--- src/verilog/conv_pkg.sv ---
`default_nettype none

package conv_pkg;

    localparam int IMG_WIDTH   = 8;     // Columns per image row
    localparam int KERNEL_SIZE = 3;     // Window side
    localparam int FRAC_BITS   = 16;    // Q15.16 fraction
    localparam int PIXEL_BITS  = 32;

    typedef logic signed [PIXEL_BITS-1:0]   pixel_t;    // Pixel, weight or bias
    typedef logic signed [2*PIXEL_BITS-1:0] acc_t;      // Full width product sum
    typedef logic [$clog2(IMG_WIDTH)-1:0]   col_t;

    // One window column, top of the image first
    typedef struct packed {
        pixel_t oldest;
        pixel_t middle;
        pixel_t newest;     // Live input pixel
    } column_t;

    typedef struct packed {
        column_t left;
        column_t middle;
        column_t right;
    } window_t;

    // Weight index is row * KERNEL_SIZE + column, row 0 being the oldest row
    typedef struct packed {
        pixel_t [KERNEL_SIZE*KERNEL_SIZE-1:0] weight;
        pixel_t                               bias;
    } coeff_t;

    typedef enum logic [1:0] {
        WS_PRIME,       // First two rows go to the line RAMs
        WS_STREAM,      // Windows complete from column 2 on
        WS_FLUSH        // Last pixel taken, pipeline draining
    } win_state_t;

endpackage

`default_nettype wire

--- src/verilog/window_regs.sv ---
`timescale 1ns/10ps
`default_nettype none

module window_regs import conv_pkg::*; (
    input  wire logic    clk,
    input  wire logic    reset,
    input  wire logic    i_accept,
    input  wire column_t i_column,      // New right hand column
    output window_t      o_window
);

    // Sliding 3x3 window, one column per accepted pixel
    // Columns straddling a row change are garbage until column 2 of the new row
    always_ff @(posedge clk) begin
        if (reset) begin
            o_window <= '0;
        end else if (i_accept) begin
            o_window.left   <= o_window.middle;
            o_window.middle <= o_window.right;
            o_window.right  <= i_column;
        end
    end

endmodule

`default_nettype wire

--- config.mk ---
export PLATFORM = sky130hd
export DESIGN_NAME = window_regs
export DESIGN_NICKNAME = d
export VERILOG_FILES = /design/src/verilog/conv_pkg.sv /design/src/verilog/window_regs.sv
export SDC_FILE = /design/constraint.sdc
export NUM_CORES = 1
export LEC_CHECK = 0
export BUFFER_PORTS_ARGS = -buffer_cell sky130_fd_sc_hd__buf_2
export CORE_AREA = 2 2 151 153
export DETAILED_ROUTE_END_ITERATION = 16
export DIE_AREA = 0 0 153 155
export PLACE_DENSITY = 0.76
export SKIP_CTS_REPAIR_TIMING = 1
export SYNTH_ARGS = -nofsm -noshare
export SYNTH_HDL_FRONTEND = slang
export SYNTH_SLANG_ARGS = --single-unit
export TNS_END_PERCENT = 5
--- constraint.sdc ---
create_clock -name clk -period 1.6 [get_ports clk]
set_clock_uncertainty 0.1 [all_clocks]
set_input_delay 0.24 -clock clk [delete_from_list [all_inputs] [get_ports clk]]
set_output_delay 0.24 -clock clk [all_outputs]
set_load 0.02 [all_outputs]
==> results of run 1 <==
-- per-layer routing --
metal / global-route usage (%) / share of wire [%]
met1: 23.4 / 40
met2: 33.8 / 49
met3: 6.35 / 8.3
met4: 6.17 / 2.6
met5: 0 / 0
-- stage by stage --
step	total power (uW)	cells	hold slack (ps)
4_1_cts	16000	1619	-183
5_1_grt	16700	1715	34.2
3_3_place_gp	9400	1566	367
2_1_floorplan	8850	928	287
6_report	16100	1715	43.8
3_5_place_dp	9440	1566	375
-- kinds of logic after synthesis --
group                  count (synthesis)  share of synthesized area, %
buffers and inverters                 64                          4.72
AND/OR/NAND/NOR                      288                          10.6
flip-flops                           288                          56.5
multiplexers                         288                          28.2
-- layout make-up --
class | instances | area share, %
sequential | 288 | 40.2
tap | 285 | 2.48
clock inverter | 9 | 0.532
clock buffer | 44 | 6.00
multi-input combinational | 576 | 27.6
timing repair buffer | 513 | 23.2
-- path summary, 6_finish.rpt --
path | from | end | slack, ps | depth (start not counted)
max | o_window[152] | o_window[152] | 120 | 1
min | reset | o_window[13] | 40 | 2
max reg2reg | o_window[48] | o_window[144] | 790 | 2
min reg2reg | o_window[239] | o_window[239] | 390 | 2
-- synthesized netlist by cell type, drive strengths merged --
| master | instances |
|---|---|
| nor2 | 288 |
| clkbuf | 8 |
| mux2i | 288 |
| buf | 56 |
| dfxtp | 288 |
-- power breakdown --
part | internal, uW | switching [uW]
clock network | 3860 | 2700
logic | 833 | 1010
registers | 7440 | 204
total | 12100 | 3920
==> results.py, run 1 <==
metrics = {
    "outcome": {
        "outcome": "complete, no violations",
    },
    "global_route": {
        "grt_pass1_vias": 7503,
        "antenna_found_initial": 0,
        "grt_overflow": 0,
        "grt_pass1_wl_mm": 38.9,
        "track_usage_pct": 19.6,
        "grt_max_degree": 43,
    },
    "cells_and_area": {
        "final_area_um2": 14400,
        "syn2layout_area_growth_pct": 40.6,
        "largest_register_ffs": 288,
        "multi_input_area_um2": 3960,
        "fillers": 1676,
        "seq_area_um2": 5770,
        "final_util_pct": 64.6,
        "final_common_cell": "buf_2",
        "final_layout_size_suffix_gt1_share_pct": 32.4,
        "layout_common_cells": "buf_2 (384), mux2i_1 (288), nor2_1 (288), dfxtp_1 (288), dlygate4sd3_1 (96)",
        "fin_nets": 1507,
        "n_antenna_cell": 0,
        "top_regs": "o_window: 288 flops",
        "regMostFlops": "o_window",
    },
    "route": {
        "finalWirelength_mm": 27.2,
        "num_vias": 8291,
        "vias_per_cell": 4.83,
        "ant_nets": 0,
        "dr.pass1.iters": 4,
        "route.detailed.drc": 0,
        "drt-initial-drc-count": 296,
        "wl_per_cell_um": 15.8,
    },
    "power_and_ir_drop": {
        "leakagePower_uw": 0.00751,
        "powerDensity_nw_per_um2": 1120,
        "vdd_drop_max_mv": 0.754,
    },
    "setup_path": {
        "cp_top_family": "flip-flops",
        "crit_arrival_ps": 1140,
        "criticalPathCategory": "register to primary output",
        "cpMaxStageDelayCell": "dfxtp_1",
        "crit_required_ps": 1260,
        "critPathLaunchType": "register",
        "path_cells": "buf_2",
        "cp-end-kind": "primary output",
        "critPathMaxStageDelay_ps": 400,
        "path_buf_inv": 1,
        "crit_fanout": 3,
    },
    "die": {
        "initial_core_util_pct": 45.9,
        "dieArea_um2": 23700,
        "die_x_um": 153,
        "ioPinCount": 387,
        "fp.dieH_um": 155,
        "rows": 55,
        "core_area_um2": 22200,
    },
    "logic_synthesis": {
        "synth_nets": 1027,
        "synth_seq_cells": 288,
        "syn_area_per_cell_um2": 11.0,
        "syn_area_um2": 10200,
        "yosys.area.top_type": "dfxtp_1",
        "synth_top_area_share_pct": 56.5,
        "synth_cell_types": 8,
        "syn_inst": 928,
        "yosysSeqAreaShare_pct": 56.5,
        "synthTopCellsByArea": "dfxtp_1 (56%), mux2i_1 (28%), nor2_1 (11%), buf_6 (2.8%), buf_2 (1.1%)",
        "ys_warn_count": 0,
    },
    "sta": {
        "max_slew_margin_pct": 67.6,
        "hold_violations": 0,
        "finalCritPeriodShare_pct": 92.8,
        "fmax_ghz": 0.673,
        "rsz0062_at_grt": "false",
        "layout_min_cycle_time_ps": 1480,
        "setup_violations": 0,
        "worst_slew_pin_slew_ps": 486,
        "finalWorstSetupSlack_ps": 115,
        "slew_violations": 0,
        "tns_ps": 0,
    },
    "clock_network": {
        "cts_inserted_buffers": 29,
        "cts_root_buffer": "clkbuf_16",
        "clk_pin_slew_ps": 60,
        "clock_latency_ps": 530,
        "htreeDepth": 1,
        "cts.sinks": 288,
        "cts_tree": "done",
        "cts_buffer_depth": 3,
    },
    "placement": {
        "placed_area_um2": 12500,
        "portBuffers": 386,
        "preCtsSetupSlack_ps": 271,
        "place_hpwl_mm": 17.9,
        "place_congestion": 0.811,
    },
    "min_path": {
        "holdCritPathClass": "input pin to register",
    },
    "job": {
        "drv_cap": 0,
    },
}
(Power assumes the default switching activity.)
==> inputs of run 2 (changes only) <==
CAP_MARGIN = 5   (was not set)
CORE_AREA = not set   (was 2 2 151 153)
CORE_MARGIN = 2   (was not set)
CORE_UTILIZATION = 40   (was not set)
DIE_AREA = not set   (was 0 0 153 155)
PLACE_DENSITY = 0.67   (was 0.76)
==> results.py, run 2 (synthesis results as in run 1) <==
metrics = {
    "route": {
        "dr.pass1.iters": 4,
        "num_vias": 8176,
        "wl_per_cell_um": 15.3,
        "ant_nets": 0,
        "finalWirelength_mm": 27.0,
        "drt-initial-drc-count": 283,
        "route.detailed.drc": 0,
        "vias_per_cell": 4.65,
    },
    "min_path": {
        "worstHoldStart": "i_accept",
        "min_to": "o_window[221]",
        "hold_depth": 3,
        "holdCritPathClass": "input pin to register",
    },
    "cells_and_area": {
        "seq_area_um2": 5770,
        "final_util_pct": 57.9,
        "n_antenna_cell": 0,
        "regMostFlops": "o_window",
        "final_common_cell": "buf_2",
        "final_layout_size_suffix_gt1_share_pct": 32.6,
        "top_regs": "o_window: 288 flops",
        "multi_input_area_um2": 3960,
        "fin_nets": 1507,
        "fillers": 2110,
        "layout_common_cells": "buf_2 (384), mux2i_1 (288), nor2_1 (288), dfxtp_1 (288), dlygate4sd3_1 (98)",
        "syn2layout_area_growth_pct": 42.4,
        "largest_register_ffs": 288,
        "final_area_um2": 14500,
    },
    "power_and_ir_drop": {
        "vdd_drop_max_mv": 0.953,
        "powerDensity_nw_per_um2": 1160,
        "leakagePower_uw": 0.00757,
        "fin_total_pwr_uw": 16900,
    },
    "setup_path": {
        "critPathMaxStageDelay_ps": 450,
        "crit_required_ps": 1260,
        "criticalPathCategory": "register to primary output",
        "crit_arrival_ps": 1210,
        "rrSetupSlack_ps": 270,
        "cp-end-kind": "primary output",
        "path_cells": "buf_2",
        "critPathLaunch": "o_window[58]",
        "cp_top_family": "flip-flops",
        "critical_path_depth": 1,
        "reg2reg_from": "o_window[53]",
        "cpMaxStageDelayCell": "dfxtp_1",
        "rr_endpoint": "o_window[53]",
        "critPathLaunchType": "register",
        "path_buf_inv": 1,
        "crit_fanout": 3,
        "reg2reg_depth": 3,
    },
    "sta": {
        "layout_min_cycle_time_ps": 1550,
        "worst_slew_pin_slew_ps": 395,
        "holdWs_ps": 69.9,
        "setup_violations": 0,
        "slew_violations": 0,
        "max_slew_margin_pct": 73.7,
        "hold_violations": 0,
        "finalCritPeriodShare_pct": 97.1,
        "fmax_ghz": 0.644,
    },
    "global_route": {
        "grt_use_met2_pct": 29.0,
        "grt_pass1_wl_mm": 37.7,
        "grtUsageMet1_pct": 20.5,
        "track_usage_pct": 17.2,
        "grt_pass1_vias": 7218,
        "antenna_found_initial": 0,
        "grt_overflow": 0,
        "grt_max_degree": 76,
        "grt.met3_usage_pct": 6.62,
        "grt-busiest-layer": "met2",
    },
    "clock_network": {
        "cts_tree": "done",
        "clk_pin_slew_ps": 60,
        "cts_buffer_depth": 3,
        "cts.sinks": 288,
        "cts_inserted_buffers": 29,
        "cts_root_buffer": "clkbuf_16",
        "htreeDepth": 1,
        "clock_latency_ps": 540,
    },
    "die": {
        "initial_core_util_pct": 40.7,
        "rows": 58,
        "fp.dieH_um": 164,
        "core_area_um2": 25100,
        "ioPinCount": 387,
        "dieArea_um2": 26800,
        "die_x_um": 164,
    },
    "placement": {
        "place_hpwl_mm": 18.0,
        "placed_area_um2": 12500,
        "place_congestion": 0.785,
        "portBuffers": 386,
    },
    "outcome": {
        "outcome": "complete, no violations",
    },
    "job": {
        "drv_cap": 0,
    },
}
-- run 2: changes by cell type in the layout (fill, tap and decap cells not counted), sizes merged --
cell,delta
dlygate4sd3,+2
buf,-2
bufinv,+5
clkbuf,-6
clkinvlp,+1
-- run 2: worst min-delay path, cell delays in order --
cell	delay, ps
buf_8	200
mux2i_1	160
nor2_1	70
-- run 2: final cells by class --
class                           count  area share [%]
Sequential cell                   288            39.7
Clock buffer                       38            5.71
Multi-Input combinational cell    576            27.3
Tap cell                          330            2.84
Clock inverter                     15            1.66
Timing Repair Buffer              513            22.9
-- run 2: worst max path at each step --
| stage | endpoint | slack, ps |
|---|---|---|
| 3_5_place_dp | o_window[43] | 200 |
| 4_1_cts | o_window[58] | 30 |
| 2_1_floorplan | o_window[266] | 450 |
| 3_3_place_gp | o_window[145] | 230 |
| 6_report | o_window[58] | 50 |
| 5_1_grt | o_window[58] | -10 |
-- run 2: power by group --
part	switching (uW)	total, uW	leakage (uW)	internal [uW]
Sequential	209	7650	0.00235	7440
Combinational	996	1830	0.00470	829
Clock	2820	7440	0.000524	4610
-- run 2: per-stage QoR --
stage          setup TNS, ps  setup WS [ps]  instances
6_report                   0           46.4       1760
5_1_grt                -13.6          -13.6       1760
4_1_cts                    0           27.0       1662
3_5_place_dp               0            202       1609
3_3_place_gp               0            231       1609
2_1_floorplan              0            451        928
-- run 2: per-layer routing --
| layer | wire [um] | share of wire [%] |
|---|---|---|
| met4 | 590 | 2.2 |
| met1 | 11000 | 41 |
| met2 | 12800 | 48 |
| met5 | 0 | 0 |
| met3 | 2550 | 9.5 |
