$ cat src/verilog/conv_pkg.sv
`default_nettype none

package conv_pkg;

    localparam int IMG_WIDTH   = 8;     // Columns per image row
    localparam int KERNEL_SIZE = 3;     // Window side
    localparam int FRAC_BITS   = 16;    // Q15.16 fraction
    localparam int PIXEL_BITS  = 32;

    typedef logic signed [PIXEL_BITS-1:0]   pixel_t;    // Pixel, weight or bias
    typedef logic signed [2*PIXEL_BITS-1:0] acc_t;      // Full width product sum
    typedef logic [$clog2(IMG_WIDTH)-1:0]   col_t;

    // One window column, top of the image first
    typedef struct packed {
        pixel_t oldest;
        pixel_t middle;
        pixel_t newest;     // Live input pixel
    } column_t;

    typedef struct packed {
        column_t left;
        column_t middle;
        column_t right;
    } window_t;

    // Weight index is row * KERNEL_SIZE + column, row 0 being the oldest row
    typedef struct packed {
        pixel_t [KERNEL_SIZE*KERNEL_SIZE-1:0] weight;
        pixel_t                               bias;
    } coeff_t;

    typedef enum logic [1:0] {
        WS_PRIME,       // First two rows go to the line RAMs
        WS_STREAM,      // Windows complete from column 2 on
        WS_FLUSH        // Last pixel taken, pipeline draining
    } win_state_t;

endpackage

`default_nettype wire

$ cat src/verilog/window_ctrl.sv
`timescale 1ns/10ps
`default_nettype none

module window_ctrl import conv_pkg::*; (
    input  wire logic clk,
    input  wire logic reset,
    input  wire logic i_valid,
    input  wire logic i_last,
    input  wire logic i_hold,         // Output stage full and not taken
    output logic      o_ready_in,
    output logic      o_accept,
    output col_t      o_wr_col,       // Column written on this accept
    output col_t      o_rd_col,       // Column read for the next cycle
    output logic      o_row_sel,      // Line RAM with the oldest row
    output logic      o_win_valid,
    output logic      o_win_last
);

    win_state_t state_q;
    win_state_t state_d;
    col_t       col_q;
    col_t       col_d;
    logic       row_sel_q;
    logic       row_sel_d;
    logic [1:0] flush_cnt_q;          // Pipeline steps since the last pixel
    logic [1:0] flush_cnt_d;
    logic       run_q;                // Low only through reset
    logic       row_end;

    assign row_end    = (col_q == col_t'(IMG_WIDTH-1));
    assign o_ready_in = run_q && (state_q != WS_FLUSH) && !i_hold;
    assign o_accept   = i_valid && o_ready_in;

    // Qualified by accept in the MAC
    assign o_win_valid = (state_q == WS_STREAM) && (col_q >= col_t'(KERNEL_SIZE-1));
    assign o_win_last  = o_win_valid && i_last;

    assign o_wr_col  = col_q;
    assign o_rd_col  = col_d;        // Registered read lands with the next pixel
    assign o_row_sel = row_sel_q;

    always_comb begin
        state_d     = state_q;
        col_d       = col_q;
        row_sel_d   = row_sel_q;
        flush_cnt_d = flush_cnt_q;
        if (o_accept) begin
            col_d = row_end ? '0 : col_q + 1'b1;
            if (row_end) begin
                row_sel_d = ~row_sel_q;             // Freshest row becomes the middle one
                if (state_q == WS_PRIME && row_sel_q) begin
                    state_d = WS_STREAM;            // Two rows buffered
                end
            end
            if (i_last) begin
                state_d = WS_FLUSH;
            end
        end else if (state_q == WS_FLUSH && !i_hold) begin
            // Third free step is the o_last transfer
            if (flush_cnt_q == 2'd2) begin
                state_d     = WS_PRIME;
                col_d       = '0;
                row_sel_d   = 1'b0;
                flush_cnt_d = '0;
            end else begin
                flush_cnt_d = flush_cnt_q + 1'b1;
            end
        end
    end

    always_ff @(posedge clk) begin
        if (reset) begin
            state_q     <= WS_PRIME;
            col_q       <= '0;
            row_sel_q   <= 1'b0;
            flush_cnt_q <= '0;
            run_q       <= 1'b0;
        end else begin
            state_q     <= state_d;
            col_q       <= col_d;
            row_sel_q   <= row_sel_d;
            flush_cnt_q <= flush_cnt_d;
            run_q       <= 1'b1;
        end
    end

    // Input stays closed from the last pixel until the controller is back in PRIME
    a_flush_closed: assert property (@(posedge clk) disable iff (reset)
        o_accept && i_last |=> !o_accept until (state_q == WS_PRIME));

    a_col_range: assert property (@(posedge clk) disable iff (reset)
        o_accept |-> (o_wr_col < IMG_WIDTH) && (o_rd_col < IMG_WIDTH));

endmodule

`default_nettype wire

$ cat config.mk
export PLATFORM = sky130hd
export DESIGN_NAME = window_ctrl
export DESIGN_NICKNAME = d
export VERILOG_FILES = /design/src/verilog/conv_pkg.sv /design/src/verilog/window_ctrl.sv
export SDC_FILE = /design/constraint.sdc
export NUM_CORES = 1
export LEC_CHECK = 0
export BUFFER_PORTS_ARGS = -buffer_cell sky130_fd_sc_hd__buf_2
export CAP_MARGIN = 0
export CORE_AREA = 2 2 39 41
export CTS_CLUSTER_SIZE = 28
export DETAILED_ROUTE_END_ITERATION = 8
export DIE_AREA = 0 0 41 43
export PLACE_DENSITY_LB_ADDON = 0.1
export SYNTH_ARGS = -nofsm -noshare
export SYNTH_HDL_FRONTEND = slang
export SYNTH_SLANG_ARGS = --single-unit
$ cat constraint.sdc
create_clock -name clk -period 1.8 [get_ports clk]
set_clock_uncertainty 0.1 [all_clocks]
set_input_delay 0.36 -clock clk [delete_from_list [all_inputs] [get_ports clk]]
set_output_delay 0.36 -clock clk [all_outputs]
set_load 0.03 [all_outputs]
==> results.md, run 1 <==
- Status: finished with violations
- Failing checks: negative setup slack
- Clock latency on the worst-skew pair: 0.25 ns
- Commonest cells in the netlist: dfxtp_1, inv_1, nand2_1
- Avg Synthesized Cell Area: 8.868 um^2
- Worst min-delay path class: primary input to flip-flop
- Max Fclk: 436.3 MHz
- Via density per instance: 5.080
- Seq pwr share: 45.2%
- DRT iter0 DRCs: 6
- Pwr Total: 0.4527 mW
- Routed Wire Length: 1.401 mm
- Clk sinks: 9
- Synth Area in Compound Gates: 23.51%
- Worst-Margin Slew: 0.2737 ns
- Global-route wire length before repair: 2.290 mm
- Routed vias: 574
- Worst Slack Setup Final: -0.4918 ns
- Final hold violations: 0
- Crit path to: o_rd_col[0]
- Number of global-route vias before repair: 586
- Net Sw Frac: 26.03%
- FF+latch count, synth: 9
- Post-DP HPWL: 1.049 mm
- Post-synth top flop: dfxtp_1
- Initial core utilization: 36.53%
- Setup TNS: -1.675 ns
- YS warnings: 0
- Final setup vio count: 7
- Synth top area share: 35.64%
- Final Util: 69.17%
- FFs w/ async S/R, synth: 0%
- Crit path kind: flip-flop to output pin
- Initial antenna violation count: 0
- Layout cell share with drive strength beyond 1: 64.95%
- Grt ovf: 0
- Mapped cell area: 505.5 um^2
- LEAKAGE: 0.4280 nW
- DP Worst Slack: -0.2524 ns
- # IOs: 16
- PwrDens: 472.9 mW/mm^2
- Area grow syn2layout: 89.36%
- Inserted Diodes: 0
- CP max stage cell: or4_4
- CP startpoint: o_wr_col[1]$_SDFF_PP0_
- Final Cycle Share: 127.3%
- Total CTS buffers: 3
- Post-synth EDFFs: 0
- Final ANT Viol Nets: 0
- Seq/Total Area, Yosys: 35.64%
- Deepest clock path buffer count: 2
- CP Data Arrival Time: 1.83 ns
- Int Power: 0.3348 mW
- CP startpoint kind: flip-flop
- CTS root buffer: clkbuf_4
- Top-count cell post-synth: dfxtp_1
- XOR/XNOR share of the synthesized area: 0%
- Comb power frac: 21.8%
- Die area: 0.001763 mm^2
- RSZ-0062 raised after global routing: true
- R2R Setup Slk: -0.30 ns
- Critical path, cell by cell: ha_4 > ha_4 > or4_4 > a211oi_4 > buf_6
- Post-synthesis simple-gate area fraction: 25.74%
- Cells after Synth: 57
- Final layout net count: 106
- Fillers: 120
- CP dominant cell by count: ha_4
- GPL Wtd Cong: 0.7367
- CP Max Fanout: 2
- Port Buffers: 15
- Relative slew slack: 81.72%
- Clock power share: 33.0%
- Hold Buf Count CTS: 0
- Synth Area in Adders: 7.426%
- Dominant cell type by area after synthesis: dfxtp_1
- Required time of the critical path: 1.34 ns
- Avg WL per Cell: 12.40 um
- Combinational family with the most area after synthesis: simple AND/OR/NAND/NOR gates
- Crit Reg-Reg Startpoint: o_wr_col[1]$_SDFF_PP0_
- Synthesized Nets: 65
- DRC: 0
- Pre-Repair DR Iteration Count: 4
- Die Width: 41 um
- Cell Rows: 14
- Hold WS: 0.3034 ns
- Element type at the critical path end: output pin
- Synth area leaders: dfxtp_1, ha_1, o32ai_1
- Crit-path max cell delay: 0.55 ns
- Reg clk slew, reported paths: 0.06 ns
- Multiplexer share of the synthesized area: 0%
- Largest net degree at the start of global routing: 9
- H-tree levels: 1
- VDD IR-drop max: 378.4 uV
- Max-slew violations: 0
- Sw power: 0.1178 mW
- CTS tree: yes
- Fin crit period: 2.292 ns
- Gr usage total: 19.13%
- Core footprint: 0.001384 mm^2
- Reg-to-Reg End: o_wr_col[0]$_SDFF_PP0_
- Die height: 43 um
- Max Cap Viol: 0
- Worst Reg-to-Reg Cells: 7
- Yosys cell types: 32
layout by cell type, fill, tap and decap left out, types with 2 or more instances in the layout:
cell	instances
inv_2	3
inv_1	4
a21oi_1	3
clkbuf_4	3
nand2_1	4
dfxtp_4	2
buf_4	22
dfxtp_2	2
dfxtp_1	5
ha_4	2
buf_6	7
o32ai_1	2
buf_2	9
through the flow:
step	std cells	area, um^2
after detailed placement	104	789.5
after floorplan	57	571.8
final	113	957.2
after global routing	113	957.2
after CTS	110	910.9
after global placement	104	789.5
critical path: cells and delay by family (launching register included):
kind / cells / cell delay, ns
and+or+nand+nor: 1 / 0.55
AOI/OAI and AO/OA: 1 / 0.22
adders and majority gates: 2 / 0.31
DFF: 1 / 0.35
buffers and inverters: 1 / 0.16
metal layers:
layer	vias to the layer above	part of all wire [%]	routed length (um)	track usage (%)
li1	298	-	-	-
met1	263	42	586	24.42
met2	11	55	768	31.25
met3	2	2.3	32	1.571
met4	0	0.93	13	8.000
met5	-	0	0	0
logic make-up after synthesis:
| logic type | after synthesis |
|---|---|
| AOI/OAI and AO/OA | 15 |
| buffers and inverters | 9 |
| adders and majority gates | 3 |
| DFF | 9 |
| and+or+nand+nor | 21 |
how the worst min path moves through the flow:
stage                                        endpoint  slack (ns)                   startpoint  cells past startpoint
final                          o_wr_col[0]$_SDFF_PP0_        0.30                        reset                      2
after global placement    flush_cnt_q[1]$_SDFFE_PP0P_        0.36  flush_cnt_q[1]$_SDFFE_PP0P_                      2
after CTS                      o_wr_col[0]$_SDFF_PP0_        0.30                        reset                      2
after detailed placement  flush_cnt_q[0]$_SDFFE_PP0P_        0.37  flush_cnt_q[0]$_SDFFE_PP0P_                      2
after global routing           o_wr_col[0]$_SDFF_PP0_        0.31                        reset                      2
after floorplan           flush_cnt_q[1]$_SDFFE_PP0P_        0.35  flush_cnt_q[1]$_SDFFE_PP0P_                      2
sequential cells by signal, indices dropped and copies added (netlist names):
name / count
o_row_sel: 1
o_wr_col: 3
flush_cnt_q: 2
state_q: 2
run_q: 1
layout make-up:
| class | count | area (um^2) | share of cell area (%) |
|---|---|---|---|
| inverters | 7 | 26.28 | 2.745 |
| clock buffers | 4 | 26.28 | 2.745 |
| repair buffers | 38 | 289.0 | 30.20 |
| well taps | 16 | 20.02 | 2.092 |
| flip-flops and latches | 9 | 190.2 | 19.87 |
| multi-input cells | 39 | 405.4 | 42.35 |
power by group through the flow:
stage | clock network [mW] | logic [mW] | registers (mW)
2_1_floorplan | 0 | 0.0421 | 0.212
3_3_place_gp | 0 | 0.0791 | 0.209
3_5_place_dp | 0 | 0.0793 | 0.209
4_1_cts | 0.153 | 0.0923 | 0.205
5_1_grt | 0.168 | 0.107 | 0.205
6_report | 0.150 | 0.0986 | 0.205
repair_timing:
item	in CTS	in global routing
gates resized for setup	24	4
pin swaps	7	4
setup buffers	2	4
endpoints found under the setup margin	8	8
Note: power is estimated with default switching activity, not from simulation.
==> inputs of run 2 (changes only) <==
- GPL_TIMING_DRIVEN: default -> 0
- TNS_END_PERCENT: default -> 1
==> run 2 against run 1 <==
Compared with the run above:
- register-to-register slack better by 0.19 ns
- die area unchanged
- count of clock-buffer cells in the layout unchanged
- largest cell class unchanged
- final area down 25%
- the flow still finishes with violations (negative setup slack)
- cell count down 18%
==> results.md, run 2 (same netlist as run 1, synthesis figures left out) <==
- Max Cap Viol: 0 (unchanged)
- Max reg flops: 3 (unchanged)
- Post-DP HPWL: 888.7 um (was 1.049 mm)
- Reg-to-Reg End: o_wr_col[0]$_SDFF_PP0_ (unchanged)
- Final layout net count: 86 (was 106)
- Pre-Repair DR Iteration Count: 4 (unchanged)
- Core footprint: 0.001384 mm^2 (unchanged)
- CP Max Fanout: 2 (unchanged)
- Worst Slack Setup Final: -0.4855 ns (was -0.4918 ns)
- GRT busiest layer: met2 (unchanged)
- Grt ovf: 0 (unchanged)
- Critical hold path startpoint: reset (unchanged)
- Final hold violations: 0 (unchanged)
- Port Buffers: 14 (was 15)
- CTS root buffer: clkbuf_4 (unchanged)
- Clk sinks: 9 (unchanged)
- Layout cell share with drive strength beyond 1: 45.45% (was 64.95%)
- DRC: 0 (unchanged)
- Required time of the critical path: 1.34 ns (about the same)
- Worst-Margin Slew: 0.7075 ns (was 0.2737 ns)
- RSZ-0062 raised after global routing: true (unchanged)
- Reg clk slew, reported paths: 0.06 ns (about the same)
- Die area: 0.001763 mm^2 (unchanged)
- Comb power frac: 15.9% (was 21.8%)
- Seq pwr share: 47.4% (was 45.2%)
- Hold EP: o_wr_col[0]$_SDFF_PP0_ (unchanged)
- Routed vias: 494 (was 574)
- Clock latency on the worst-skew pair: 0.26 ns (was 0.25 ns)
- Int Power: 0.3136 mW (was 0.3348 mW)
- Crit-path max cell delay: 0.54 ns (was 0.55 ns)
- Deepest clock path buffer count: 2 (unchanged)
- Max-slew violations: 0 (unchanged)
- Sw power: 0.1184 mW (was 0.1178 mW)
- GPL Wtd Cong: 0.6974 (was 0.7367)
- Final setup vio count: 6 (was 7)
- Via density per instance: 5.312 (was 5.080)
- R2R Setup Slk: -0.11 ns (was -0.30 ns)
- Critical path, cell by cell: ha_4 > ha_4 > or4_4 > a211oi_4 > buf_6 (unchanged)
- Total CTS buffers: 3 (unchanged)
- CP Data Arrival Time: 1.83 ns (about the same)
- Pwr Total: 0.4320 mW (was 0.4527 mW)
- Most frequent cells in the layout: buf_2, inv_1, dfxtp_1 (was buf_4, buf_2, buf_6)
- Gr usage total: 16.20% (was 19.13%)
- DRT iter0 DRCs: 7 (was 6)
- Relative slew slack: 52.40% (was 81.72%)
- Fin crit period: 2.285 ns (was 2.292 ns)
- Crit path kind: flip-flop to output pin (unchanged)
- Net Sw Frac: 27.40% (was 26.03%)
- Final ANT Viol Nets: 0 (unchanged)
- Fillers: 133 (was 120)
- Met3 usage: 3.665% (was 1.571%)
- Routed Wire Length: 1.233 mm (was 1.401 mm)
- VDD IR-drop max: 388.0 uV (was 378.4 uV)
- Area grow syn2layout: 41.83% (was 89.36%)
- GR Util met2: 23.13% (was 31.25%)
- Crit Reg-Reg Startpoint: o_wr_col[1]$_SDFF_PP0_ (unchanged)
- H-tree levels: 1 (unchanged)
- Initial antenna violation count: 0 (unchanged)
- Inserted Diodes: 0 (unchanged)
- Avg WL per Cell: 13.26 um (was 12.40 um)
- Largest net degree at the start of global routing: 9 (unchanged)
- CTS tree: yes (unchanged)
- CP max stage cell: or4_4 (unchanged)
- Worst hold stages: 2 (unchanged)
- Max Fclk: 437.6 MHz (was 436.3 MHz)
- PwrDens: 602.6 mW/mm^2 (was 472.9 mW/mm^2)
- Final Cycle Share: 127.0% (was 127.3%)
- Initial core utilization: 36.53% (unchanged)
- Die height: 43 um (unchanged)
- Area of the multi-input gates: 351.6 um^2 (was 405.4 um^2)
- Global-route wire length before repair: 1.918 mm (was 2.290 mm)
- Die Width: 41 um (unchanged)
- # IOs: 16 (unchanged)
- Number of global-route vias before repair: 425 (was 586)
- Cell Rows: 14 (unchanged)
- Worst min-delay path class: primary input to flip-flop (unchanged)
- Status: finished with violations (unchanged)
- Clock power share: 36.7% (was 33.0%)
- Most common cell after layout, fill and taps aside: buf_2 (was buf_4)
- GR Layer Usage met1: 21.04% (was 24.42%)
- CP dominant cell by count: ha_4 (unchanged)
- Element type at the critical path end: output pin (unchanged)
- DP Worst Slack: -0.3816 ns (was -0.2524 ns)
- Worst Reg-to-Reg Cells: 5 (was 7)
- LEAKAGE: 0.3107 nW (was 0.4280 nW)
- CP startpoint kind: flip-flop (unchanged)
- FF/Latch Area: 188.9 um^2 (was 190.2 um^2)
- Failing checks: negative setup slack (unchanged)
-- run 2: cell types whose count changed in the layout (fill, tap and decap cells not counted), moves of 2 or more --
cell   before  now
inv_2       3    1
inv_1       4    6
buf_4      22    3
buf_6       7    1
buf_2       9   14
-- run 2: layer usage --
metal,part of all wire [%],up-vias
met5,0,-
met4,0.73,0
met3,4.7,2
met2,50,13
met1,45,227
li1,-,252
-- run 2: worst max-delay path, delay by kind of cell (launching register included) --
family,cells,cell delay (ns)
flip-flops,1,0.35
adder cells (fa/ha/maj),2,0.31
AO/OA/AOI/OAI,1,0.22
AND/OR/NAND/NOR,1,0.54
buffers and inverters,1,0.16
-- run 2: worst max path at each step --
stage	from	end	slack [ns]	cells past startpoint
after global placement	i_hold	o_rd_col[1]	-0.36	6
after floorplan	o_wr_col[1]$_SDFF_PP0_	o_rd_col[0]	-0.31	4
after global routing	o_wr_col[1]$_SDFF_PP0_	o_rd_col[0]	-0.53	5
after CTS	o_wr_col[1]$_SDFF_PP0_	o_rd_col[0]	-0.53	5
final	o_wr_col[1]$_SDFF_PP0_	o_rd_col[0]	-0.49	5
after detailed placement	i_hold	o_rd_col[1]	-0.38	6
-- run 2: timing repair --
item / 4_1_cts / 5_1_grt
pin swaps: 2 / 0
gates cloned: 0 / 0
resized for setup: 4 / 4
endpoints found under the setup margin: 7 / 7
hold buffers: 0 / 0
setup buffers: 1 / 1
-- run 2: cell type report --
class	count	area share (%)
timing repair buffer	16	12.74
clock buffer	4	3.665
inverter	7	3.665
multi-input combinational	39	49.04
buffer	2	1.745
sequential	9	26.35
tap	16	2.792
-- run 2: power groups by stage --
| stage | Clock (mW) | Sequential, mW | Combinational [mW] |
|---|---|---|---|
| 2_1_floorplan | 0 | 0.212 | 0.0395 |
| 3_3_place_gp | 0 | 0.210 | 0.0586 |
| 3_5_place_dp | 0 | 0.210 | 0.0593 |
| 4_1_cts | 0.167 | 0.205 | 0.0655 |
| 5_1_grt | 0.177 | 0.206 | 0.0738 |
| 6_report | 0.158 | 0.205 | 0.0688 |
-- run 2: stage by stage --
| step | hold slack [ns] | cells | TNS (ns) | instance area, um^2 | utilization, % |
|---|---|---|---|---|---|
| after floorplan | 0.3477 | 57 | -0.6597 | 550.5 | - |
| after global placement | 0.3647 | 87 | -1.034 | 640.6 | 46.29 |
| after detailed placement | 0.3685 | 87 | -1.090 | 640.6 | 46.29 |
| after CTS | 0.2216 | 92 | -1.962 | 693.2 | 50.09 |
| after global routing | 0.2290 | 93 | -2.297 | 716.9 | 51.81 |
| final | 0.2329 | 93 | -1.873 | 716.9 | 51.81 |
