## src/verilog/conv_pkg.sv

```systemverilog
`default_nettype none

package conv_pkg;

    localparam int IMG_WIDTH   = 8;     // Columns per image row
    localparam int KERNEL_SIZE = 3;     // Window side
    localparam int FRAC_BITS   = 16;    // Q15.16 fraction
    localparam int PIXEL_BITS  = 32;

    typedef logic signed [PIXEL_BITS-1:0]   pixel_t;    // Pixel, weight or bias
    typedef logic signed [2*PIXEL_BITS-1:0] acc_t;      // Full width product sum
    typedef logic [$clog2(IMG_WIDTH)-1:0]   col_t;

    // One window column, top of the image first
    typedef struct packed {
        pixel_t oldest;
        pixel_t middle;
        pixel_t newest;     // Live input pixel
    } column_t;

    typedef struct packed {
        column_t left;
        column_t middle;
        column_t right;
    } window_t;

    // Weight index is row * KERNEL_SIZE + column, row 0 being the oldest row
    typedef struct packed {
        pixel_t [KERNEL_SIZE*KERNEL_SIZE-1:0] weight;
        pixel_t                               bias;
    } coeff_t;

    typedef enum logic [1:0] {
        WS_PRIME,       // First two rows go to the line RAMs
        WS_STREAM,      // Windows complete from column 2 on
        WS_FLUSH        // Last pixel taken, pipeline draining
    } win_state_t;

endpackage

`default_nettype wire

```

## src/verilog/line_buffer.sv

```systemverilog
`timescale 1ns/10ps
`default_nettype none

module line_buffer import conv_pkg::*; (
    input  wire logic   clk,
    input  wire logic   reset,
    input  wire pixel_t i_pixel,
    input  wire logic   i_accept,
    input  wire col_t   i_wr_col,
    input  wire col_t   i_rd_col,
    input  wire logic   i_row_sel,      // RAM holding the oldest row
    output column_t     o_column
);

    pixel_t ram_q [2][IMG_WIDTH];       // Two previous image rows
    pixel_t rd_q  [2];                  // Registered read port per RAM

    // The oldest row is overwritten as the new row comes in
    always_ff @(posedge clk) begin
        if (i_accept) begin
            ram_q[i_row_sel][i_wr_col] <= i_pixel;
        end
    end

    // Both RAMs read the same column, ordered below
    always_ff @(posedge clk) begin
        if (reset) begin
            rd_q[0] <= '0;
            rd_q[1] <= '0;
        end else begin
            rd_q[0] <= ram_q[0][i_rd_col];
            rd_q[1] <= ram_q[1][i_rd_col];
        end
    end

    assign o_column = '{
        oldest: i_row_sel ? rd_q[1] : rd_q[0],
        middle: i_row_sel ? rd_q[0] : rd_q[1],
        newest: i_pixel                 // Current row straight from the input
    };

endmodule

`default_nettype wire

```

## config.mk

```make
export PLATFORM = sky130hd
export DESIGN_NAME = line_buffer
export DESIGN_NICKNAME = d
export VERILOG_FILES = /design/src/verilog/conv_pkg.sv /design/src/verilog/line_buffer.sv
export SDC_FILE = /design/constraint.sdc
export NUM_CORES = 1
export LEC_CHECK = 0
export BUFFER_PORTS_ARGS = -buffer_cell sky130_fd_sc_hd__buf_4
export CELL_PAD_IN_SITES_DETAIL_PLACEMENT = 1
export CELL_PAD_IN_SITES_GLOBAL_PLACEMENT = 1
export CORE_MARGIN = 4
export CORE_UTILIZATION = 45
export DETAILED_ROUTE_END_ITERATION = 10
export GPL_TIMING_DRIVEN = 1
export PLACE_DENSITY = 0.71
export SYNTH_ARGS = -nofsm -noshare
export SYNTH_HDL_FRONTEND = slang
export SYNTH_SLANG_ARGS = --single-unit
```

## constraint.sdc

```tcl
create_clock -name clk -period 11 [get_ports clk]
set_input_delay 2.2 -clock clk [delete_from_list [all_inputs] [get_ports clk]]
set_output_delay 2.2 -clock clk [all_outputs]
set_load 0.03 [all_outputs]
```

==> flow_metrics.env, run 1 <==
export IMPL_clkPwrFrac_pct=40.3
export IMPL_fin_cells=1799
export IMPL_gp_congestion=0.706
export IMPL_portBuffers=137
export IMPL_max_cap_viol_count=0
export IMPL_status="finished, final reports clean"
export IMPL_rows=80
export IMPL_final_nets=1178
export IMPL_setup_viol=0
export IMPL_cts_root_buf="clkbuf_16"
export IMPL_grt_pass1_wl_mm=70.9
export IMPL_rsz0062_at_grt="no"
export IMPL_yosysWarnings=0
export IMPL_crit_chain="buf_4 -> mux2_2 -> buf_4"
export IMPL_seqPwrFrac_pct=52.7
export IMPL_period_share_pct=52.2
export IMPL_start_util_pct=45.6
export IMPL_overflow=0
export IMPL_yosys_area_top_type_share_pct=70.6
export IMPL_area_growth_pct=15.4
export IMPL_r2r_start="ram_q[1][119]"
export IMPL_synth_area_sq_um=21800
export IMPL_timing_critical_path_from="i_row_sel"
export IMPL_core_area_sq_um=47700
export IMPL_path_class="input port to output pin"
export IMPL_path_clk_slew_ps=60
export IMPL_antenna_found_initial=0
export IMPL_critical_path_max_stage_delay_ps=690
export IMPL_path_max_fanout=68
export IMPL_ys_seq_area_share_pct=76.5
export IMPL_p_sw_share_pct=21.4
export IMPL_clk_latency_ps=610
export IMPL_slowest_stage="buf_4"
export IMPL_cp_depth=3
export IMPL_min_delay_path_depth=3
export IMPL_detail_route_first_pass_iterations=4
export IMPL_antenna_left=0
export IMPL_synth_largest_area_cell="edfxtp_1"
export IMPL_fin_skew_ps=15.2
export IMPL_worstSetupStartpointType="input port"
export IMPL_p_leak_nw=8.51
export IMPL_timing_rr_end="rd_q[0][55]"
export IMPL_drt_iter0_markers=758
export IMPL_vias=10100
export IMPL_synthDistinctLibCells=18
export IMPL_switching_power_mw=0.997
export IMPL_drv_slew=0
export IMPL_dp_hpwl_mm=24.1
export IMPL_grt_max_degree=84
export IMPL_fin_ws_ps=5260
export IMPL_syn_num_nets=1047
export IMPL_fillers=4133
export IMPL_htree_levels=2
export IMPL_slew_headroom_pct=27.7
export IMPL_layout_drive_gt1_share_pct=37.8
export IMPL_wl_per_cell_um=26.2
export IMPL_period_needed_ps=5740
export IMPL_cp_end_kind="output pin"
export IMPL_combPwrFrac_pct=7.0
export IMPL_pre_cts_ws_ps=5230
export IMPL_die_h_um=228
export IMPL_die_area_sq_um=52000
export IMPL_avgSynthCellArea_sq_um=21.7
export IMPL_cts_tree="built"
export IMPL_r2r_cells=3
export IMPL_clockBufferDepth=3
export IMPL_crit_end="o_column[58]"
export IMPL_grt_pass1_vias=11100
export IMPL_power_internal_mw=3.66
export IMPL_finalHoldViolCount=0
export IMPL_tightest_slew_ps=1080
export IMPL_clkSinkCount=576
export IMPL_synth_area_leaders="edfxtp_1, mux4_2, dfxtp_1, mux2_2, mux2i_1"
export IMPL_pwr_density_cell_nw_per_um2=186
export IMPL_hp_class="flip-flop to flip-flop"
export IMPL_drt_wl_total_mm=47.1
export IMPL_whs_ps=693
export IMPL_synth_seq_cells=576
export IMPL_worst_ep_required_time_ps=8800
export IMPL_setup_tns_final_ps=0
export IMPL_cts_resized=0
export IMPL_drc_errors=0
export IMPL_ioPinCount=138
export IMPL_vias_per_cell=5.60
export IMPL_cts_setup_buffers=0
export IMPL_syn_inst=1005
export IMPL_cp_common_cell="buf_4"
export IMPL_arrival_ps=3540
export IMPL_ir_drop_mv=0.126
export IMPL_crit_buf_inv=2
export IMPL_cts_buffers=57
export IMPL_cts_hold_buf=0
export IMPL_crit_family="buffers and inverters"
export IMPL_antennaDiodeCount=0
export IMPL_fmax_mhz=174
export IMPL_grt_usage_pct=18.1
export IMPL_dpl_cell_count=1692
export IMPL_rrSetupSlack_ps=9570
export IMPL_die_x_um=228
==> worst min-delay path by stage <==
stage	from	endpoint	slack, ps
2_1_floorplan	ram_q[0][96]	rd_q[0][0]	660
3_3_place_gp	ram_q[0][102]	rd_q[0][6]	670
3_5_place_dp	ram_q[0][84]	rd_q[0][20]	700
4_1_cts	ram_q[1][63]	rd_q[0][63]	700
5_1_grt	ram_q[1][33]	rd_q[0][33]	720
6_report	ram_q[1][63]	rd_q[0][63]	690
==> state kept, by name (all words and copies together) (netlist names) <==
register,flops
rd_q,64
ram_q,512
==> tightest hold or removal path: cells and delay by family, from the launching register on <==
family / cells / cell delay, ps
simple gates: 1 / 80
flops: 1 / 310
mux: 2 / 280
==> placed cells by master (no fill, tap or decap), types with 3 or more instances in the layout <==
cell type  synthesis  layout
nor3_2             0      10
nor2_4             0       4
clkinv_2           0      13
edfxtp_1         512     512
mux2_2            64      64
mux2i_1           64      64
nand2b_1           3       3
dfxtp_1           64      64
clkbuf_8           0       8
clkinv_1           0       9
buf_4             43     155
nor2_1            68      64
clkbuf_1          14      15
clkbuf_16          0      57
bufinv_16          0       4
mux4_2           128     128
==> area by class of cell <==
cell class	count	area, sq um	share of cell area (%)
Clock inverter	28	236	0.941
Sequential cell	576	16700	66.3
Multi-Input combinational cell	344	4700	18.7
Inverter	1	3.75	0.0149
Tap cell	615	769	3.06
Timing Repair Buffer	156	1180	4.69
Clock buffer	79	1580	6.29
==> through the flow <==
step | power, mW | utilization, % | cell area (sq um)
4_1_cts | 4.72 | 52.6 | 25100
2_1_floorplan | 2.71 | - | 21800
3_3_place_gp | 2.82 | 48.8 | 23300
5_1_grt | 4.84 | 52.6 | 25100
3_5_place_dp | 2.84 | 48.8 | 23300
6_report | 4.66 | 52.6 | 25100
==> power groups by stage <==
| stage | Clock (mW) | Combinational [mW] | Sequential [mW] |
|---|---|---|---|
| floorplan | 0 | 0.218 | 2.50 |
| global placement | 0 | 0.327 | 2.50 |
| detailed placement | 0 | 0.334 | 2.50 |
| CTS | 1.93 | 0.336 | 2.46 |
| global route | 2.02 | 0.353 | 2.46 |
| finish | 1.88 | 0.328 | 2.46 |
==> cell families after synthesis <==
group / Yosys count / synth area share [%]
AND/OR/NAND/NOR: 88 / 1.66
multiplexers: 256 / 19.5
buffers and inverters: 85 / 2.35
flip-flops: 576 / 76.5
==> metal layers <==
metal / vias up / part of all wire, % / wire length [um] / global-route usage, %
li1: 4312 / - / - / -
met1: 5430 / 41 / 19500 / 23.8
met2: 284 / 51 / 24200 / 31.4
met3: 56 / 5.4 / 2540 / 3.66
met4: 0 / 1.7 / 806 / 4.08
met5: - / 0 / 0 / 0
==> cell usage after synthesis, drive strengths merged <==
library cell    n
dfxtp          64
mux2i          64
nor3           10
edfxtp        512
mux2           64
nand3           2
buf            70
nor2           68
nand2           2
nand3b          1
inv             1
clkbuf         14
nand2b          3
mux4          128
nor4            2
(Power assumes the default switching activity.)
==> inputs of run 2 (changes only) <==
ABC_AREA = 1   (was default)
PLACE_DENSITY = 0.77   (was 0.71)
clock period = 5.96 ns   (was 11 ns; I/O delays follow)
==> flow_metrics.env, run 2 <==
export IMPL_syn_num_nets=2564
export IMPL_post_route_util_pct=51.6
export IMPL_gp_congestion=0.728
export IMPL_largest_reg_flops=512
export IMPL_grt_pass1_vias=19000
export IMPL_clk_latency_ps=620
export IMPL_synth_commonest_cells="nand2_1, inv_1, edfxtp_1"
export IMPL_r2r_start="ram_q[0][138]"
export IMPL_rows=85
export IMPL_top_regs="ram_q (512), rd_q (64)"
export IMPL_dp_hpwl_mm=37.0
export IMPL_detail_route_first_pass_iterations=5
export IMPL_synth_area_leaders="edfxtp_1, nand2_1, inv_1, nand3_1, dfxtp_1"
export IMPL_setup_viol=0
export IMPL_grt_usage_pct=23.0
export IMPL_fin_skew_ps=13.6
export IMPL_path_max_fanout=41
export IMPL_fmax_mhz=245
export IMPL_final_cell_mix="nand2_1, inv_1, edfxtp_1"
export IMPL_pwr_density_cell_nw_per_um2=316
export IMPL_min_from="ram_q[0][222]"
export IMPL_crit_chain="buf_4 -> inv_2 -> buf_4 -> nand2_1 -> o21ai_0 -> buf_4"
export IMPL_p_leak_nw=12.5
export IMPL_yosysWarnings=0
export IMPL_period_share_pct=68.6
export IMPL_drt_wl_total_mm=68.4
export IMPL_cts_tree="built"
export IMPL_fin_cells=3342
export IMPL_synth_edff_count=512
export IMPL_ir_drop_mv=0.191
export IMPL_die_area_sq_um=59100
export IMPL_clkSinkCount=576
export IMPL_worst_ep_required_time_ps=4770
export IMPL_antenna_left=0
export IMPL_async_flop_share_pct=0
export IMPL_cts_buffers=59
export IMPL_setup_tns_final_ps=0
export IMPL_vias=17200
export IMPL_timing_critical_path_from="i_row_sel"
export IMPL_max_cap_viol_count=0
export IMPL_avgSynthCellArea_sq_um=9.86
export IMPL_yosys_area_top_type_share_pct=61.8
export IMPL_status="finished, final reports clean"
export IMPL_path_class="input port to output pin"
export IMPL_synth_largest_area_cell="edfxtp_1"
export IMPL_overflow=0
export IMPL_hp_class="flip-flop to flip-flop"
export IMPL_ioPinCount=138
export IMPL_pre_cts_ws_ps=1910
export IMPL_htree_levels=2
export IMPL_synthDistinctLibCells=16
export IMPL_cp_end_kind="output pin"
export IMPL_antenna_found_initial=0
export IMPL_final_common_cell="nand2_1"
export IMPL_cp_common_cell="buf_4"
export IMPL_ys_seq_area_share_pct=67.0
export IMPL_synth_area_sq_um=24900
export IMPL_fin_ws_ps=1870
export IMPL_drt_iter0_markers=1202
export IMPL_drv_slew=0
export IMPL_slowest_stage="inv_2"
export IMPL_cts_hold_buf=0
export IMPL_path_clk_slew_ps=60
export IMPL_die_h_um=243
export IMPL_wl_per_cell_um=20.5
export IMPL_arrival_ps=2890
export IMPL_clockBufferDepth=3
export IMPL_synth_seq_cells=576
export IMPL_antennaDiodeCount=0
export IMPL_yosysMostFrequentCell="nand2_1"
export IMPL_cts_root_buf="clkbuf_16"
export IMPL_start_util_pct=45.9
export IMPL_core_area_sq_um=54200
export IMPL_die_x_um=243
export IMPL_dpl_cell_count=3233
export IMPL_rsz0062_at_grt="no"
export IMPL_grt_max_degree=157
export IMPL_finalHoldViolCount=0
export IMPL_portBuffers=137
export IMPL_vias_per_cell=5.14
export IMPL_area_growth_pct=12.5
export IMPL_cts_resized=0
export IMPL_slew_headroom_pct=20.6
export IMPL_grt_pass1_wl_mm=105
export IMPL_drc_errors=0
export IMPL_critical_path_max_stage_delay_ps=530
export IMPL_worstSetupStartpointType="input port"
export IMPL_cts_setup_buffers=0
export IMPL_regMostFlops="ram_q"
export IMPL_tightest_slew_ps=1190
export IMPL_finalPower_mw=8.84
export IMPL_synth_main_ff_cell="edfxtp_1"
export IMPL_layout_drive_gt1_share_pct=10.1
export IMPL_period_needed_ps=4090
export IMPL_syn_inst=2522
export IMPL_final_nets=2640
run 2: changes by cell type after synthesis, moves of 10 or more:
cell | previous run | this run
nor2_1 | 68 | 139
mux2i_1 | 64 | 0
buf_6 | 2 | 30
nand3_1 | 2 | 322
mux2_2 | 64 | 0
buf_4 | 43 | 33
o21ai_0 | 0 | 61
nand2_1 | 2 | 709
inv_1 | 1 | 549
mux4_2 | 128 | 0
buf_2 | 13 | 55
clkbuf_1 | 14 | 24
run 2: path summary, 6_finish.rpt:
check	to	slack, ps	cells past startpoint
max reg2reg	rd_q[0][10]	4880	6
min	rd_q[0][30]	660	6
min reg2reg	rd_q[0][30]	660	6
max	o_column[33]	1870	6
run 2: routing by layer:
layer  GRT usage [%]  vias up  wire length (um)
met5               0        -                 0
met4            6.55        0              1700
met2            41.7      469             35100
met3            3.48      113              3720
met1            28.6     8595             27900
li1                -     8002                 -
run 2: cell type report:
class | instances | area (sq um)
inverters | 552 | 2080
well taps | 696 | 871
clock buffers | 85 | 1660
clock inverters | 24 | 190
multi-input cells | 1242 | 5260
repair buffers | 167 | 1280
fillers | 5966 | 26200
flip-flops and latches | 576 | 16700
run 2: critical path, delay by kind of cell:
kind	cells	cell delay (ps)
buffers and inverters	4	1400
and+or+nand+nor	1	120
AOI/OAI and AO/OA	1	150
run 2: logic make-up after synthesis:
kind of cell	synth area share, %
DFF	67.0
buffers and inverters	12.3
AOI/OAI and AO/OA	1.29
and+or+nand+nor	19.4
run 2: power by group:
part | internal, mW | total (mW) | switching, mW
registers | 4.50 | 4.54 | 0.0385
logic | 0.202 | 0.726 | 0.524
clock network | 2.05 | 3.58 | 1.53
run 2: per-stage QoR:
step | cell area [sq um] | hold slack (ps)
5_1_grt | 28000 | 731
3_3_place_gp | 26100 | 644
3_5_place_dp | 26100 | 658
6_report | 28000 | 664
2_1_floorplan | 24900 | 613
4_1_cts | 28000 | 675
==> inputs of run 3 (changes only) <==
CORE_UTILIZATION = 43   (was 45)
clock period = 3.6 ns   (was 5.96 ns; I/O delays follow)
==> flow_metrics.env, run 3 (synthesized netlist as in run 2, its figures left out) <==
export IMPL_met2_usage_pct=39.7
export IMPL_worstSetupStartpointType="input port"
export IMPL_whs_ps=405
export IMPL_rrSetupSlack_ps=2530
export IMPL_vias_per_cell=5.05
export IMPL_register_area_sq_um=16700
export IMPL_antennaDiodeCount=0
export IMPL_tightest_slew_ps=1100
export IMPL_dp_hpwl_mm=37.5
export IMPL_use_met1_pct=26.0
export IMPL_cts_setup_buffers=0
export IMPL_worst_ep_required_time_ps=2880
export IMPL_ir_drop_mv=0.333
export IMPL_drt_wl_total_mm=67.6
export IMPL_grt_util_met3_pct=2.94
export IMPL_timing_rr_end="rd_q[0][5]"
export IMPL_r2r_start="ram_q[0][101]"
export IMPL_antenna_found_initial=0
export IMPL_cp_end_kind="output pin"
export IMPL_core_area_sq_um=56800
export IMPL_r2r_cells=6
export IMPL_final_cell_mix="nand2_1, inv_1, edfxtp_1"
export IMPL_wl_per_cell_um=19.8
export IMPL_finalHoldViolCount=0
export IMPL_pwr_density_cell_nw_per_um2=522
export IMPL_gp_congestion=0.754
export IMPL_clkSinkCount=576
export IMPL_clockBufferDepth=3
export IMPL_rows=87
export IMPL_regMostFlops="ram_q"
export IMPL_period_share_pct=72.7
export IMPL_status="finished, final reports clean"
export IMPL_grt_pass1_wl_mm=105
export IMPL_multi_input_area_sq_um=5270
export IMPL_fmax_mhz=382
export IMPL_final_nets=2646
export IMPL_whs_endpoint="ram_q[1][173]"
export IMPL_rsz0062_at_grt="no"
export IMPL_path_max_fanout=44
export IMPL_layout_drive_gt1_share_pct=10.4
export IMPL_slew_headroom_pct=26.8
export IMPL_max_cap_viol_count=0
export IMPL_start_util_pct=43.8
export IMPL_drt_iter0_markers=1102
export IMPL_min_from="i_pixel[13]"
export IMPL_cts_hold_buf=0
export IMPL_arrival_ps=1900
export IMPL_path_class="input port to output pin"
export IMPL_min_delay_path_depth=1
export IMPL_drv_slew=0
export IMPL_cts_root_buf="clkbuf_16"
export IMPL_grt_usage_pct=21.5
export IMPL_clk_latency_ps=630
export IMPL_detail_route_first_pass_iterations=5
export IMPL_final_area_sq_um=28300
export IMPL_portBuffers=137
export IMPL_largest_reg_flops=512
export IMPL_overflow=0
export IMPL_vias=17200
export IMPL_cts_buffers=59
export IMPL_hp_class="input port to flip-flop"
export IMPL_ioPinCount=138
export IMPL_setup_tns_final_ps=0
export IMPL_grt_max_degree=201
export IMPL_die_h_um=249
export IMPL_drc_errors=0
export IMPL_area_growth_pct=13.6
export IMPL_period_needed_ps=2620
export IMPL_post_dp_cell_area_sq_um=26400
export IMPL_grt_pass1_vias=18900
export IMPL_path_clk_slew_ps=70
export IMPL_cts_tree="built"
export IMPL_fin_skew_ps=31.7
export IMPL_antenna_left=0
export IMPL_die_x_um=249
export IMPL_fillers=6342
export IMPL_die_area_sq_um=61800
export IMPL_final_common_cell="nand2_1"
export IMPL_cts_resized=0
export IMPL_top_regs="ram_q (512), rd_q (64)"
export IMPL_p_leak_nw=12.6
export IMPL_setup_viol=0
export IMPL_finalPower_mw=14.8
export IMPL_htree_levels=2
export IMPL_grt_busiest_layer="met2"
==> run 3: final cells by class <==
| type | count | area share (%) |
|---|---|---|
| sequential | 576 | 58.9 |
| multi-input combinational | 1242 | 18.7 |
| inverter | 552 | 7.36 |
| clock buffer | 96 | 6.25 |
| timing repair buffer | 173 | 4.96 |
| tap | 756 | 3.35 |
| clock inverter | 16 | 0.491 |
==> run 3: per-stage QoR <==
| stage | instances | utilization [%] | setup WS, ps |
|---|---|---|---|
| 4_1_cts | 3411 | 49.7 | 970 |
| 3_3_place_gp | 3299 | 46.4 | 920 |
| 6_report | 3411 | 49.7 | 983 |
| 2_1_floorplan | 2522 | - | -280 |
| 5_1_grt | 3411 | 49.7 | 907 |
| 3_5_place_dp | 3299 | 46.4 | 880 |
==> run 3: worst max-delay path by stage <==
stage                           start       endpoint  slack, ps  cells after the start
after floorplan             i_row_sel   ram_q[1][32]       -280                      4
after global placement    i_wr_col[0]  ram_q[0][125]        920                      5
after detailed placement  i_wr_col[0]  ram_q[0][125]        880                      5
after CTS                   i_row_sel   o_column[82]        970                      6
after global routing        i_row_sel   o_column[41]        910                      6
final                       i_row_sel   o_column[82]        980                      6
==> run 3: power by group <==
group          total (mW)  switching, mW  internal, mW  leakage (nW)
logic                1.22          0.869         0.347          6.52
clock network        6.01           2.53          3.48         0.935
registers            7.52         0.0745          7.45          5.16
==> run 3: worst max-delay path, cell delays in order <==
cell,delay (ps)
buf_4,130
inv_2,320
buf_12,290
nand2_1,90
o21ai_0,110
buf_4,200
==> run 3: routing by layer <==
| metal | wire (um) | vias up |
|---|---|---|
| met4 | 1730 | 0 |
| met5 | 0 | - |
| li1 | - | 8016 |
| met2 | 34900 | 369 |
| met3 | 2680 | 109 |
| met1 | 28300 | 8718 |
